`src/hdl/ising_cfg_pkg.sv`:
```
`default_nettype none

package ising_cfg_pkg;

    // Problem size
    localparam int SPIN_COUNT = 16;
    // Rows handled per weight beat
    localparam int PARALLELISM = 2;

    // Signed coupling width
    localparam int J_BIT = 4;
    // Signed bias width
    localparam int H_BIT = 4;
    // Unsigned bias scale width
    localparam int SCALE_BIT = 3;

    // Signed local energy of one row
    // Worst case is 16 * 8 + 8 * 7 = 184, so 10 bits leave margin
    localparam int LOCAL_BIT = 10;
    // Per-beat sum of the parallel rows
    localparam int SUM_BIT = LOCAL_BIT + $clog2(PARALLELISM);
    // Total is kept narrow so that overflow is reachable
    localparam int ENERGY_BIT = 12;

    // Row index width
    localparam int IDX_BIT = $clog2(SPIN_COUNT);

    // Register slices on each input stream
    localparam int PIPE_STAGES = 1;

endpackage

`default_nettype wire

```
`src/hdl/energy_types_pkg.sv`:
```
`default_nettype none

package energy_types_pkg;

    import ising_cfg_pkg::*;

    // One row of J with its bias terms
    // Couplings are little-endian, coupling[0] pairs with spin 0
    typedef struct packed {
        logic [SPIN_COUNT-1:0][J_BIT-1:0] coupling;
        // Signed bias
        logic [H_BIT-1:0]                 h;
        // Unsigned bias scale
        logic [SCALE_BIT-1:0]             scale;
    } row_weight_t;

    // Weight stream payload
    // rows[0] is the row at the current counter value
    typedef struct packed {
        row_weight_t [PARALLELISM-1:0] rows;
    } weight_beat_t;

    // Work item for one execute lane
    typedef struct packed {
        // Spin of the row itself, 1 means sigma = +1
        logic        spin;
        row_weight_t row;
    } row_task_t;

    // Result stream payload
    typedef struct packed {
        // Signed total, wrapped
        logic [ENERGY_BIT-1:0] energy;
        // Sticky over the whole run
        logic                  overflow;
    } energy_out_t;

endpackage

`default_nettype wire

```
`src/hdl/bp_pipe.sv`:
```
`default_nettype none

module bp_pipe #(
    parameter type payload_t = logic,
    parameter int  STAGES    = 1
) (
    input  wire logic     clk_i,
    input  wire logic     rst_n_i,
    input  wire logic     valid_i,
    output logic          ready_o,
    input  wire payload_t data_i,
    output logic          valid_o,
    input  wire logic     ready_i,
    output payload_t      data_o
);

    if (STAGES == 0) begin : g_bypass
        // No slices, stream goes straight through
        assign valid_o = valid_i;
        assign ready_o = ready_i;
        assign data_o  = data_i;
    end else begin : g_slices
        // Index 0 is the pipe input, index STAGES the pipe output
        logic [STAGES:0] valid_s;
        logic [STAGES:0] ready_s;
        payload_t        data_s [STAGES+1];

        assign valid_s[0]      = valid_i;
        assign data_s[0]       = data_i;
        assign ready_o         = ready_s[0];
        assign valid_o         = valid_s[STAGES];
        assign data_o          = data_s[STAGES];
        assign ready_s[STAGES] = ready_i;

        for (genvar s = 0; s < STAGES; s++) begin : g_slice
            logic     full_q;
            payload_t data_q;

            // Accept when empty or when the held beat leaves this cycle
            assign ready_s[s] = !full_q || ready_s[s+1];

            always_ff @(posedge clk_i) begin
                if (!rst_n_i) begin
                    full_q <= 1'b0;
                end else if (ready_s[s]) begin
                    full_q <= valid_s[s];
                end
            end

            // Data only moves on a transfer
            always_ff @(posedge clk_i) begin
                if (valid_s[s] && ready_s[s]) begin
                    data_q <= data_s[s];
                end
            end

            assign valid_s[s+1] = full_q;
            assign data_s[s+1]  = data_q;
        end
    end

endmodule

`default_nettype wire

```
`src/hdl/energy_ctrl.sv`:
```
`default_nettype none

module energy_ctrl (
    input  wire logic clk_i,
    input  wire logic rst_n_i,
    input  wire logic cfg_valid_i,
    output logic      cfg_ready_o,
    input  wire logic spin_valid_i,
    output logic      spin_ready_o,
    input  wire logic beat_valid_i,
    output logic      beat_ready_o,
    input  wire logic last_beat_i,
    input  wire logic accum_done_i,
    output logic      energy_valid_o,
    input  wire logic energy_ready_i
);

    typedef enum logic [2:0] {
        ST_IDLE,
        ST_SPIN,
        ST_BEATS,
        ST_DRAIN,
        ST_OUT
    } state_t;

    state_t state_q;
    state_t state_d;

    // Next phase
    always_comb begin
        state_d = state_q;
        case (state_q)
            ST_IDLE: begin
                if (cfg_valid_i) begin
                    state_d = ST_SPIN;
                end
            end
            ST_SPIN: begin
                if (spin_valid_i) begin
                    state_d = ST_BEATS;
                end
            end
            ST_BEATS: begin
                // Leave on the transfer of the final row group
                if (beat_valid_i && last_beat_i) begin
                    state_d = ST_DRAIN;
                end
            end
            ST_DRAIN: begin
                // Wait for the last sum to land in the total
                if (accum_done_i) begin
                    state_d = ST_OUT;
                end
            end
            ST_OUT: begin
                if (energy_ready_i) begin
                    state_d = ST_IDLE;
                end
            end
            default: begin
                state_d = ST_IDLE;
            end
        endcase
    end

    always_ff @(posedge clk_i) begin
        if (!rst_n_i) begin
            state_q <= ST_IDLE;
        end else begin
            state_q <= state_d;
        end
    end

    // Each stream is open in exactly one phase
    assign cfg_ready_o    = (state_q == ST_IDLE);
    assign spin_ready_o   = (state_q == ST_SPIN);
    assign beat_ready_o   = (state_q == ST_BEATS);
    assign energy_valid_o = (state_q == ST_OUT);

endmodule

`default_nettype wire

```
`src/hdl/spin_decoder.sv`:
```
`default_nettype none

module spin_decoder (
    input  wire logic                                       clk_i,
    input  wire logic                                       rst_n_i,
    input  wire logic                                       cfg_fire_i,
    input  wire logic [ising_cfg_pkg::IDX_BIT-1:0]          start_idx_i,
    input  wire logic                                       spin_fire_i,
    input  wire logic [ising_cfg_pkg::SPIN_COUNT-1:0]       spin_i,
    input  wire logic                                       beat_fire_i,
    input  wire energy_types_pkg::weight_beat_t             beat_i,
    output logic [ising_cfg_pkg::SPIN_COUNT-1:0]            spins_o,
    output energy_types_pkg::row_task_t [ising_cfg_pkg::PARALLELISM-1:0] tasks_o,
    output logic                                            last_beat_o
);

    import ising_cfg_pkg::*;
    import energy_types_pkg::*;

    logic [IDX_BIT-1:0]     start_q;
    logic [IDX_BIT-1:0]     count_q;
    logic [SPIN_COUNT-1:0]  cache_q;
    logic [PARALLELISM-1:0] cur_spins;

    // Start index and row counter
    always_ff @(posedge clk_i) begin
        if (!rst_n_i) begin
            start_q <= '0;
            count_q <= '0;
        end else begin
            if (cfg_fire_i) begin
                start_q <= start_idx_i;
            end
            // New vector restarts the row walk
            if (spin_fire_i) begin
                count_q <= start_q;
            end else if (beat_fire_i) begin
                count_q <= count_q + IDX_BIT'(PARALLELISM);
            end
        end
    end

    // Cached spin vector
    always_ff @(posedge clk_i) begin
        if (spin_fire_i) begin
            cache_q <= spin_i;
        end
    end

    // Little-endian group at the counter
    // Counter stays a multiple of PARALLELISM so the slice is in range
    assign cur_spins = cache_q[count_q +: PARALLELISM];

    // Pair each row of the beat with its own spin
    always_comb begin
        for (int p = 0; p < PARALLELISM; p++) begin
            tasks_o[p].spin = cur_spins[p];
            tasks_o[p].row  = beat_i.rows[p];
        end
    end

    assign spins_o = cache_q;

    // Counter sits on the final row group
    assign last_beat_o = (count_q == IDX_BIT'(SPIN_COUNT - PARALLELISM));

endmodule

`default_nettype wire

```
`src/hdl/partial_energy_calc.sv`:
```
`default_nettype none

module partial_energy_calc (
    input  wire logic                                 clk_i,
    input  wire logic                                 rst_n_i,
    input  wire logic                                 valid_i,
    input  wire logic [ising_cfg_pkg::SPIN_COUNT-1:0] spins_i,
    input  wire energy_types_pkg::row_task_t          task_i,
    output logic [ising_cfg_pkg::LOCAL_BIT-1:0]       energy_o
);

    import ising_cfg_pkg::*;

    logic signed [LOCAL_BIT-1:0] coupling_sum;
    logic signed [LOCAL_BIT-1:0] bias_term;
    logic signed [LOCAL_BIT-1:0] field;
    logic signed [LOCAL_BIT-1:0] local_energy;
    logic signed [LOCAL_BIT-1:0] energy_q;

    always_comb begin
        // Sum of J[r][j] * sigma_j, sigma is +1 or -1
        coupling_sum = '0;
        for (int k = 0; k < SPIN_COUNT; k++) begin
            if (spins_i[k]) begin
                coupling_sum = coupling_sum + LOCAL_BIT'($signed(task_i.row.coupling[k]));
            end else begin
                coupling_sum = coupling_sum - LOCAL_BIT'($signed(task_i.row.coupling[k]));
            end
        end

        // Scale is unsigned, zero-extend before the signed product
        bias_term = $signed(task_i.row.h) * $signed({1'b0, task_i.row.scale});

        field = coupling_sum + bias_term;

        // Row spin of 0 flips the sign
        local_energy = task_i.spin ? field : -field;
    end

    // One register stage, loaded on the beat transfer
    always_ff @(posedge clk_i) begin
        if (!rst_n_i) begin
            energy_q <= '0;
        end else if (valid_i) begin
            energy_q <= local_energy;
        end
    end

    assign energy_o = energy_q;

endmodule

`default_nettype wire

```
`src/hdl/energy_accumulator.sv`:
```
`default_nettype none

module energy_accumulator (
    input  wire logic                                                        clk_i,
    input  wire logic                                                        rst_n_i,
    input  wire logic                                                        valid_i,
    input  wire logic                                                        last_i,
    input  wire logic [ising_cfg_pkg::PARALLELISM-1:0][ising_cfg_pkg::LOCAL_BIT-1:0] partials_i,
    input  wire logic                                                        clear_i,
    output energy_types_pkg::energy_out_t                                    result_o,
    output logic                                                             done_o
);

    import ising_cfg_pkg::*;

    logic                         valid_q;
    logic                         last_q;
    logic signed [SUM_BIT-1:0]    beat_sum;
    logic signed [ENERGY_BIT:0]   total_next;
    logic                         step_ovf;
    logic signed [ENERGY_BIT-1:0] total_q;
    logic                         overflow_q;
    logic                         done_q;

    always_comb begin
        // Parallel rows of one beat, cannot overflow SUM_BIT
        beat_sum = '0;
        for (int p = 0; p < PARALLELISM; p++) begin
            beat_sum = beat_sum + $signed(partials_i[p]);
        end
        // One guard bit to catch leaving the signed range
        total_next = $signed({total_q[ENERGY_BIT-1], total_q}) + beat_sum;
    end

    assign step_ovf = total_next[ENERGY_BIT] ^ total_next[ENERGY_BIT-1];

    always_ff @(posedge clk_i) begin
        if (!rst_n_i) begin
            valid_q    <= 1'b0;
            last_q     <= 1'b0;
            total_q    <= '0;
            overflow_q <= 1'b0;
            done_q     <= 1'b0;
        end else begin
            // Line up with the execute register
            valid_q <= valid_i;
            last_q  <= valid_i && last_i;
            done_q  <= 1'b0;
            if (clear_i) begin
                total_q    <= '0;
                overflow_q <= 1'b0;
            end else if (valid_q) begin
                total_q    <= total_next[ENERGY_BIT-1:0];
                overflow_q <= overflow_q | step_ovf;
                // Strobe together with the final total
                done_q     <= last_q;
            end
        end
    end

    assign result_o.energy   = total_q;
    assign result_o.overflow = overflow_q;
    assign done_o            = done_q;

endmodule

`default_nettype wire

```
`src/hdl/energy_monitor.sv`:
```
`default_nettype none

module energy_monitor (
    input  wire logic                                 clk_i,
    input  wire logic                                 rst_n_i,
    input  wire logic                                 config_valid_i,
    input  wire logic [ising_cfg_pkg::IDX_BIT-1:0]    config_idx_i,
    output logic                                      config_ready_o,
    input  wire logic                                 spin_valid_i,
    input  wire logic [ising_cfg_pkg::SPIN_COUNT-1:0] spin_i,
    output logic                                      spin_ready_o,
    input  wire logic                                 weight_valid_i,
    input  wire energy_types_pkg::weight_beat_t       weight_i,
    output logic                                      weight_ready_o,
    output logic                                      energy_valid_o,
    input  wire logic                                 energy_ready_i,
    output energy_types_pkg::energy_out_t             energy_o
);

    import ising_cfg_pkg::*;
    import energy_types_pkg::*;

    // Piped streams
    logic                   cfg_valid;
    logic                   cfg_ready;
    logic [IDX_BIT-1:0]     cfg_idx;
    logic                   spin_valid;
    logic                   spin_ready;
    logic [SPIN_COUNT-1:0]  spin_vec;
    logic                   beat_valid;
    logic                   beat_ready;
    weight_beat_t           beat;

    // Fire terms
    logic cfg_fire;
    logic spin_fire;
    logic beat_fire;
    logic energy_fire;

    // Decode, execute and result wires
    logic                                  last_beat;
    logic                                  accum_done;
    logic [SPIN_COUNT-1:0]                 spins;
    row_task_t [PARALLELISM-1:0]           tasks;
    logic [PARALLELISM-1:0][LOCAL_BIT-1:0] partials;

    assign cfg_fire    = cfg_valid && cfg_ready;
    assign spin_fire   = spin_valid && spin_ready;
    assign beat_fire   = beat_valid && beat_ready;
    assign energy_fire = energy_valid_o && energy_ready_i;

    bp_pipe #(.payload_t(logic [IDX_BIT-1:0]), .STAGES(PIPE_STAGES)) u_cfg_pipe (
        .clk_i(clk_i), .rst_n_i(rst_n_i),
        .valid_i(config_valid_i), .ready_o(config_ready_o), .data_i(config_idx_i),
        .valid_o(cfg_valid), .ready_i(cfg_ready), .data_o(cfg_idx)
    );

    bp_pipe #(.payload_t(logic [SPIN_COUNT-1:0]), .STAGES(PIPE_STAGES)) u_spin_pipe (
        .clk_i(clk_i), .rst_n_i(rst_n_i),
        .valid_i(spin_valid_i), .ready_o(spin_ready_o), .data_i(spin_i),
        .valid_o(spin_valid), .ready_i(spin_ready), .data_o(spin_vec)
    );

    bp_pipe #(.payload_t(weight_beat_t), .STAGES(PIPE_STAGES)) u_weight_pipe (
        .clk_i(clk_i), .rst_n_i(rst_n_i),
        .valid_i(weight_valid_i), .ready_o(weight_ready_o), .data_i(weight_i),
        .valid_o(beat_valid), .ready_i(beat_ready), .data_o(beat)
    );

    // Phase sequencing, owns every ready
    energy_ctrl u_ctrl (
        .clk_i(clk_i), .rst_n_i(rst_n_i),
        .cfg_valid_i(cfg_valid), .cfg_ready_o(cfg_ready),
        .spin_valid_i(spin_valid), .spin_ready_o(spin_ready),
        .beat_valid_i(beat_valid), .beat_ready_o(beat_ready),
        .last_beat_i(last_beat), .accum_done_i(accum_done),
        .energy_valid_o(energy_valid_o), .energy_ready_i(energy_ready_i)
    );

    // Decode
    spin_decoder u_decoder (
        .clk_i(clk_i), .rst_n_i(rst_n_i),
        .cfg_fire_i(cfg_fire), .start_idx_i(cfg_idx),
        .spin_fire_i(spin_fire), .spin_i(spin_vec),
        .beat_fire_i(beat_fire), .beat_i(beat),
        .spins_o(spins), .tasks_o(tasks), .last_beat_o(last_beat)
    );

    // Execute, one lane per row of the beat
    for (genvar p = 0; p < PARALLELISM; p++) begin : g_lane
        partial_energy_calc u_calc (
            .clk_i(clk_i), .rst_n_i(rst_n_i),
            .valid_i(beat_fire), .spins_i(spins), .task_i(tasks[p]),
            .energy_o(partials[p])
        );
    end

    // Result, cleared when the host takes the total
    energy_accumulator u_accum (
        .clk_i(clk_i), .rst_n_i(rst_n_i),
        .valid_i(beat_fire), .last_i(last_beat), .partials_i(partials),
        .clear_i(energy_fire), .result_o(energy_o), .done_o(accum_done)
    );

endmodule

`default_nettype wire

```
`config.mk`:
```
export PLATFORM = sky130hd
export DESIGN_NAME = energy_monitor
export DESIGN_NICKNAME = d
export VERILOG_FILES = /design/src/hdl/ising_cfg_pkg.sv /design/src/hdl/energy_types_pkg.sv /design/src/hdl/bp_pipe.sv /design/src/hdl/energy_ctrl.sv /design/src/hdl/spin_decoder.sv /design/src/hdl/partial_energy_calc.sv /design/src/hdl/energy_accumulator.sv /design/src/hdl/energy_monitor.sv
export SDC_FILE = /design/constraint.sdc
export NUM_CORES = 1
export LEC_CHECK = 0
export BUFFER_PORTS_ARGS = -buffer_cell sky130_fd_sc_hd__buf_2
export CORE_MARGIN = 2
export CORE_UTILIZATION = 63
export DETAILED_ROUTE_END_ITERATION = 8
export PLACE_DENSITY = 0.83
export SYNTH_ARGS = -nofsm -noshare
export SYNTH_HDL_FRONTEND = slang
export SYNTH_SLANG_ARGS = --single-unit
```
`constraint.sdc`:
```
create_clock -name clk_i -period 14 [get_ports clk_i]
set_input_delay 2.1 -clock clk_i [delete_from_list [all_inputs] [get_ports clk_i]]
set_output_delay 2.1 -clock clk_i [all_outputs]
set_load 0.05 [all_outputs]
```
==> flow_summary.toml <==
[placement]
place.gp.congestion = 0.936
hpwlAfterDp_mm = 47.6
portBuffers = 184

[job]
drv_cap = 0

[floorplan]
initial_core_util_pct = 63.6
die_h_um = 201
num_rows = 72
core_um2 = 38500
dieArea_um2 = 40400
fp.dieW_um = 201
ioPinCount = 185

[worst_setup_path]
endpoint_kind = "register"
worstSetupPathType = "register to register"
required_ns = 14.51
start_kind = "register"
arrival_ns = 13.63
startpoint = "u_decoder.spins_o[1]"
crit_buf_inv = 1
cp_slowest_stage_delay_ns = 0.77
cpMostUsedCell = "ha_1"
critPathTopFamily = "adder cells"
cp_max_fo = 13
crit_path_top_delay_cell = "a2111oi_0"
r2r-start = "u_decoder.spins_o[1]"

[sta]
fmax_mhz = 76.2
tightest_slew_ns = 1.10
hold_viol_final = 0
rsz0062_at_grt = "no"
period_needed_ns = 13.12
skew_ns = 0.0325
setup_violations = 0
fin_crit_sh_pct = 93.7
tns_ns = 0
relSlewSlack_pct = 25.8
slew_viol_final = 0

[yosys]
yosysMostFrequentCell = "ha_1"
ys_ff_latch = 228
synth_common_cells = "418 x ha_1, 311 x inv_1, 246 x a21oi_1"
yosysTopAreaCell = "edfxtp_1"
synth_top_area_share_pct = 21.8
syn_inst = 2648
yosys_most_used_dff = "edfxtp_1"
syn_area_um2 = 24500
ys_async_sr_fraction_pct = 0
yosysWarnings = 0
synth_cell_type_count = 68
synth_area_leaders = "edfxtp_1 22%, ha_1 21%, xnor2_1 7.3%, a21oi_1 5.0%, inv_1 4.8%"
postSynthAreaPerCell_um2 = 9.24
synth_edf_count = 178
syn-num-nets = 3287
yosysSeqAreaShare_pct = 25.9

[route]
routed_via_density = 5.73
vias = 19308
routedWlPerCell_um = 17.1
drt_pass1_iterations = 5
routed_wl_mm = 57.4
antenna_left = 0
drc_errors = 0
drt_iter0_drc = 991

[layout]
drive_above_1_share_pct = 10.6
multiInputGateArea_um2 = 16800
syn_to_final_growth_pct = 9.48
fill_cells = 2928
nets = 3469
regArea_um2 = 6350
insertedDiodeCount = 0

[clock_tree]
cts_made_buffers = 26
clkTransAtPathRegs_ns = 0.07
cts_max_path_buffers = 3
clk_latency_ns = 0.58
clockRootBuffer = "clkbuf_16"
cts_sinks = 228
cts_setup_buffers = 0
cts_tree = "yes"
holdBufCountCts = 0
cts_resized = 0
htreeDepth = 1

[global_route]
grt_max_degree = 73
gr-total-overflow = 0
antenna_found_initial = 0
grtUsageTotal_pct = 28.4
grt_pass1_wl_mm = 93.9
grt_pass1_vias = 20022

[outcome]
outcome = "complete, no violations"

[min_path]
min-delay-start = "u_spin_pipe.data_o[8]"
holdCritPathClass = "register to register"
layout by cell type (no fill, tap or decap), types with 10 or more instances in the layout:
| cell | n |
|---|---|
| clkbuf_16 | 26 |
| mux2_2 | 32 |
| o41ai_1 | 23 |
| a21bo_2 | 10 |
| mux2i_1 | 14 |
| a21o_1 | 62 |
| buf_2 | 184 |
| o21ai_0 | 97 |
| edfxtp_1 | 178 |
| nand2_1 | 174 |
| xor2_1 | 111 |
| xnor3_1 | 14 |
| nor2_1 | 223 |
| o21ai_1 | 19 |
| nor2b_1 | 25 |
| o211a_1 | 12 |
| o21bai_1 | 71 |
| nand3_1 | 37 |
| fa_1 | 53 |
| inv_1 | 311 |
| dfxtp_1 | 50 |
| xnor2_1 | 205 |
| a21oi_1 | 246 |
| nor3_1 | 34 |
| ha_1 | 418 |
| or3_1 | 36 |
| and2_1 | 31 |
| a21bo_1 | 12 |
cells by family after synthesis:
| logic type | synth area share (%) |
|---|---|
| DFF | 25.9 |
| AOI/OAI and AO/OA | 15.8 |
| buffers and inverters | 5.47 |
| xor gates and xnor gates | 13.2 |
| and+or+nand+nor | 11.0 |
| muxes | 2.87 |
| adders and majority gates | 25.7 |
area by class of cell:
class / count / area share, %
multi-input cells: 2074 / 62.7
inverters: 311 / 4.36
clock inverters: 18 / 0.804
well taps: 518 / 2.42
clock buffers: 29 / 2.47
flip-flops and latches: 228 / 23.7
repair buffers: 189 / 3.58
registers in the layout, indices dropped and copies added, names as in the netlist, 3 cells and up:
| name | count |
|---|---|
| g_lane.u_calc.energy_o | 20 |
| u_accum.total_q | 12 |
| u_cfg_pipe.data_o | 4 |
| u_ctrl.state_q | 3 |
| u_decoder.count_q | 4 |
| u_decoder.spins_o | 16 |
| u_decoder.start_q | 4 |
| u_spin_pipe.data_o | 16 |
| u_weight_pipe.data_o | 142 |
path summary, 6_finish.rpt:
kind	slack [ns]	end	cells after the start
setup / recovery	0.88	g_lane[1].u_calc.energy_o[9]	45
hold / removal	0.41	u_decoder.spins_o[8]	0
setup reg to reg	0.88	g_lane[1].u_calc.energy_o[9]	45
hold reg to reg	0.41	u_decoder.spins_o[8]	0
per-stage QoR:
step           setup slack, ns  utilization [%]  cell area (um2)  hold WS (ns)  instances
2_1_floorplan             2.08                -            24500         0.400       2648
3_3_place_gp              1.24             67.3            25900         0.403       3320
3_5_place_dp             0.993             67.3            25900         0.405       3320
4_1_cts                  0.918             69.6            26800         0.411       3367
5_1_grt                 0.0372             69.6            26800         0.422       3367
6_report                 0.876             69.6            26800         0.406       3367
metal layers:
metal	GRT usage (%)	vias up	routed length (um)
met5	0	-	0
met2	51.3	475	28200
met4	11.0	0	2350
met1	34.7	9091	24400
met3	3.18	121	2560
li1	-	9621	-
Power is left out: the tool's default activity adds up to more than one toggle a clock period on the data nets, which glitch-free logic cannot reach.
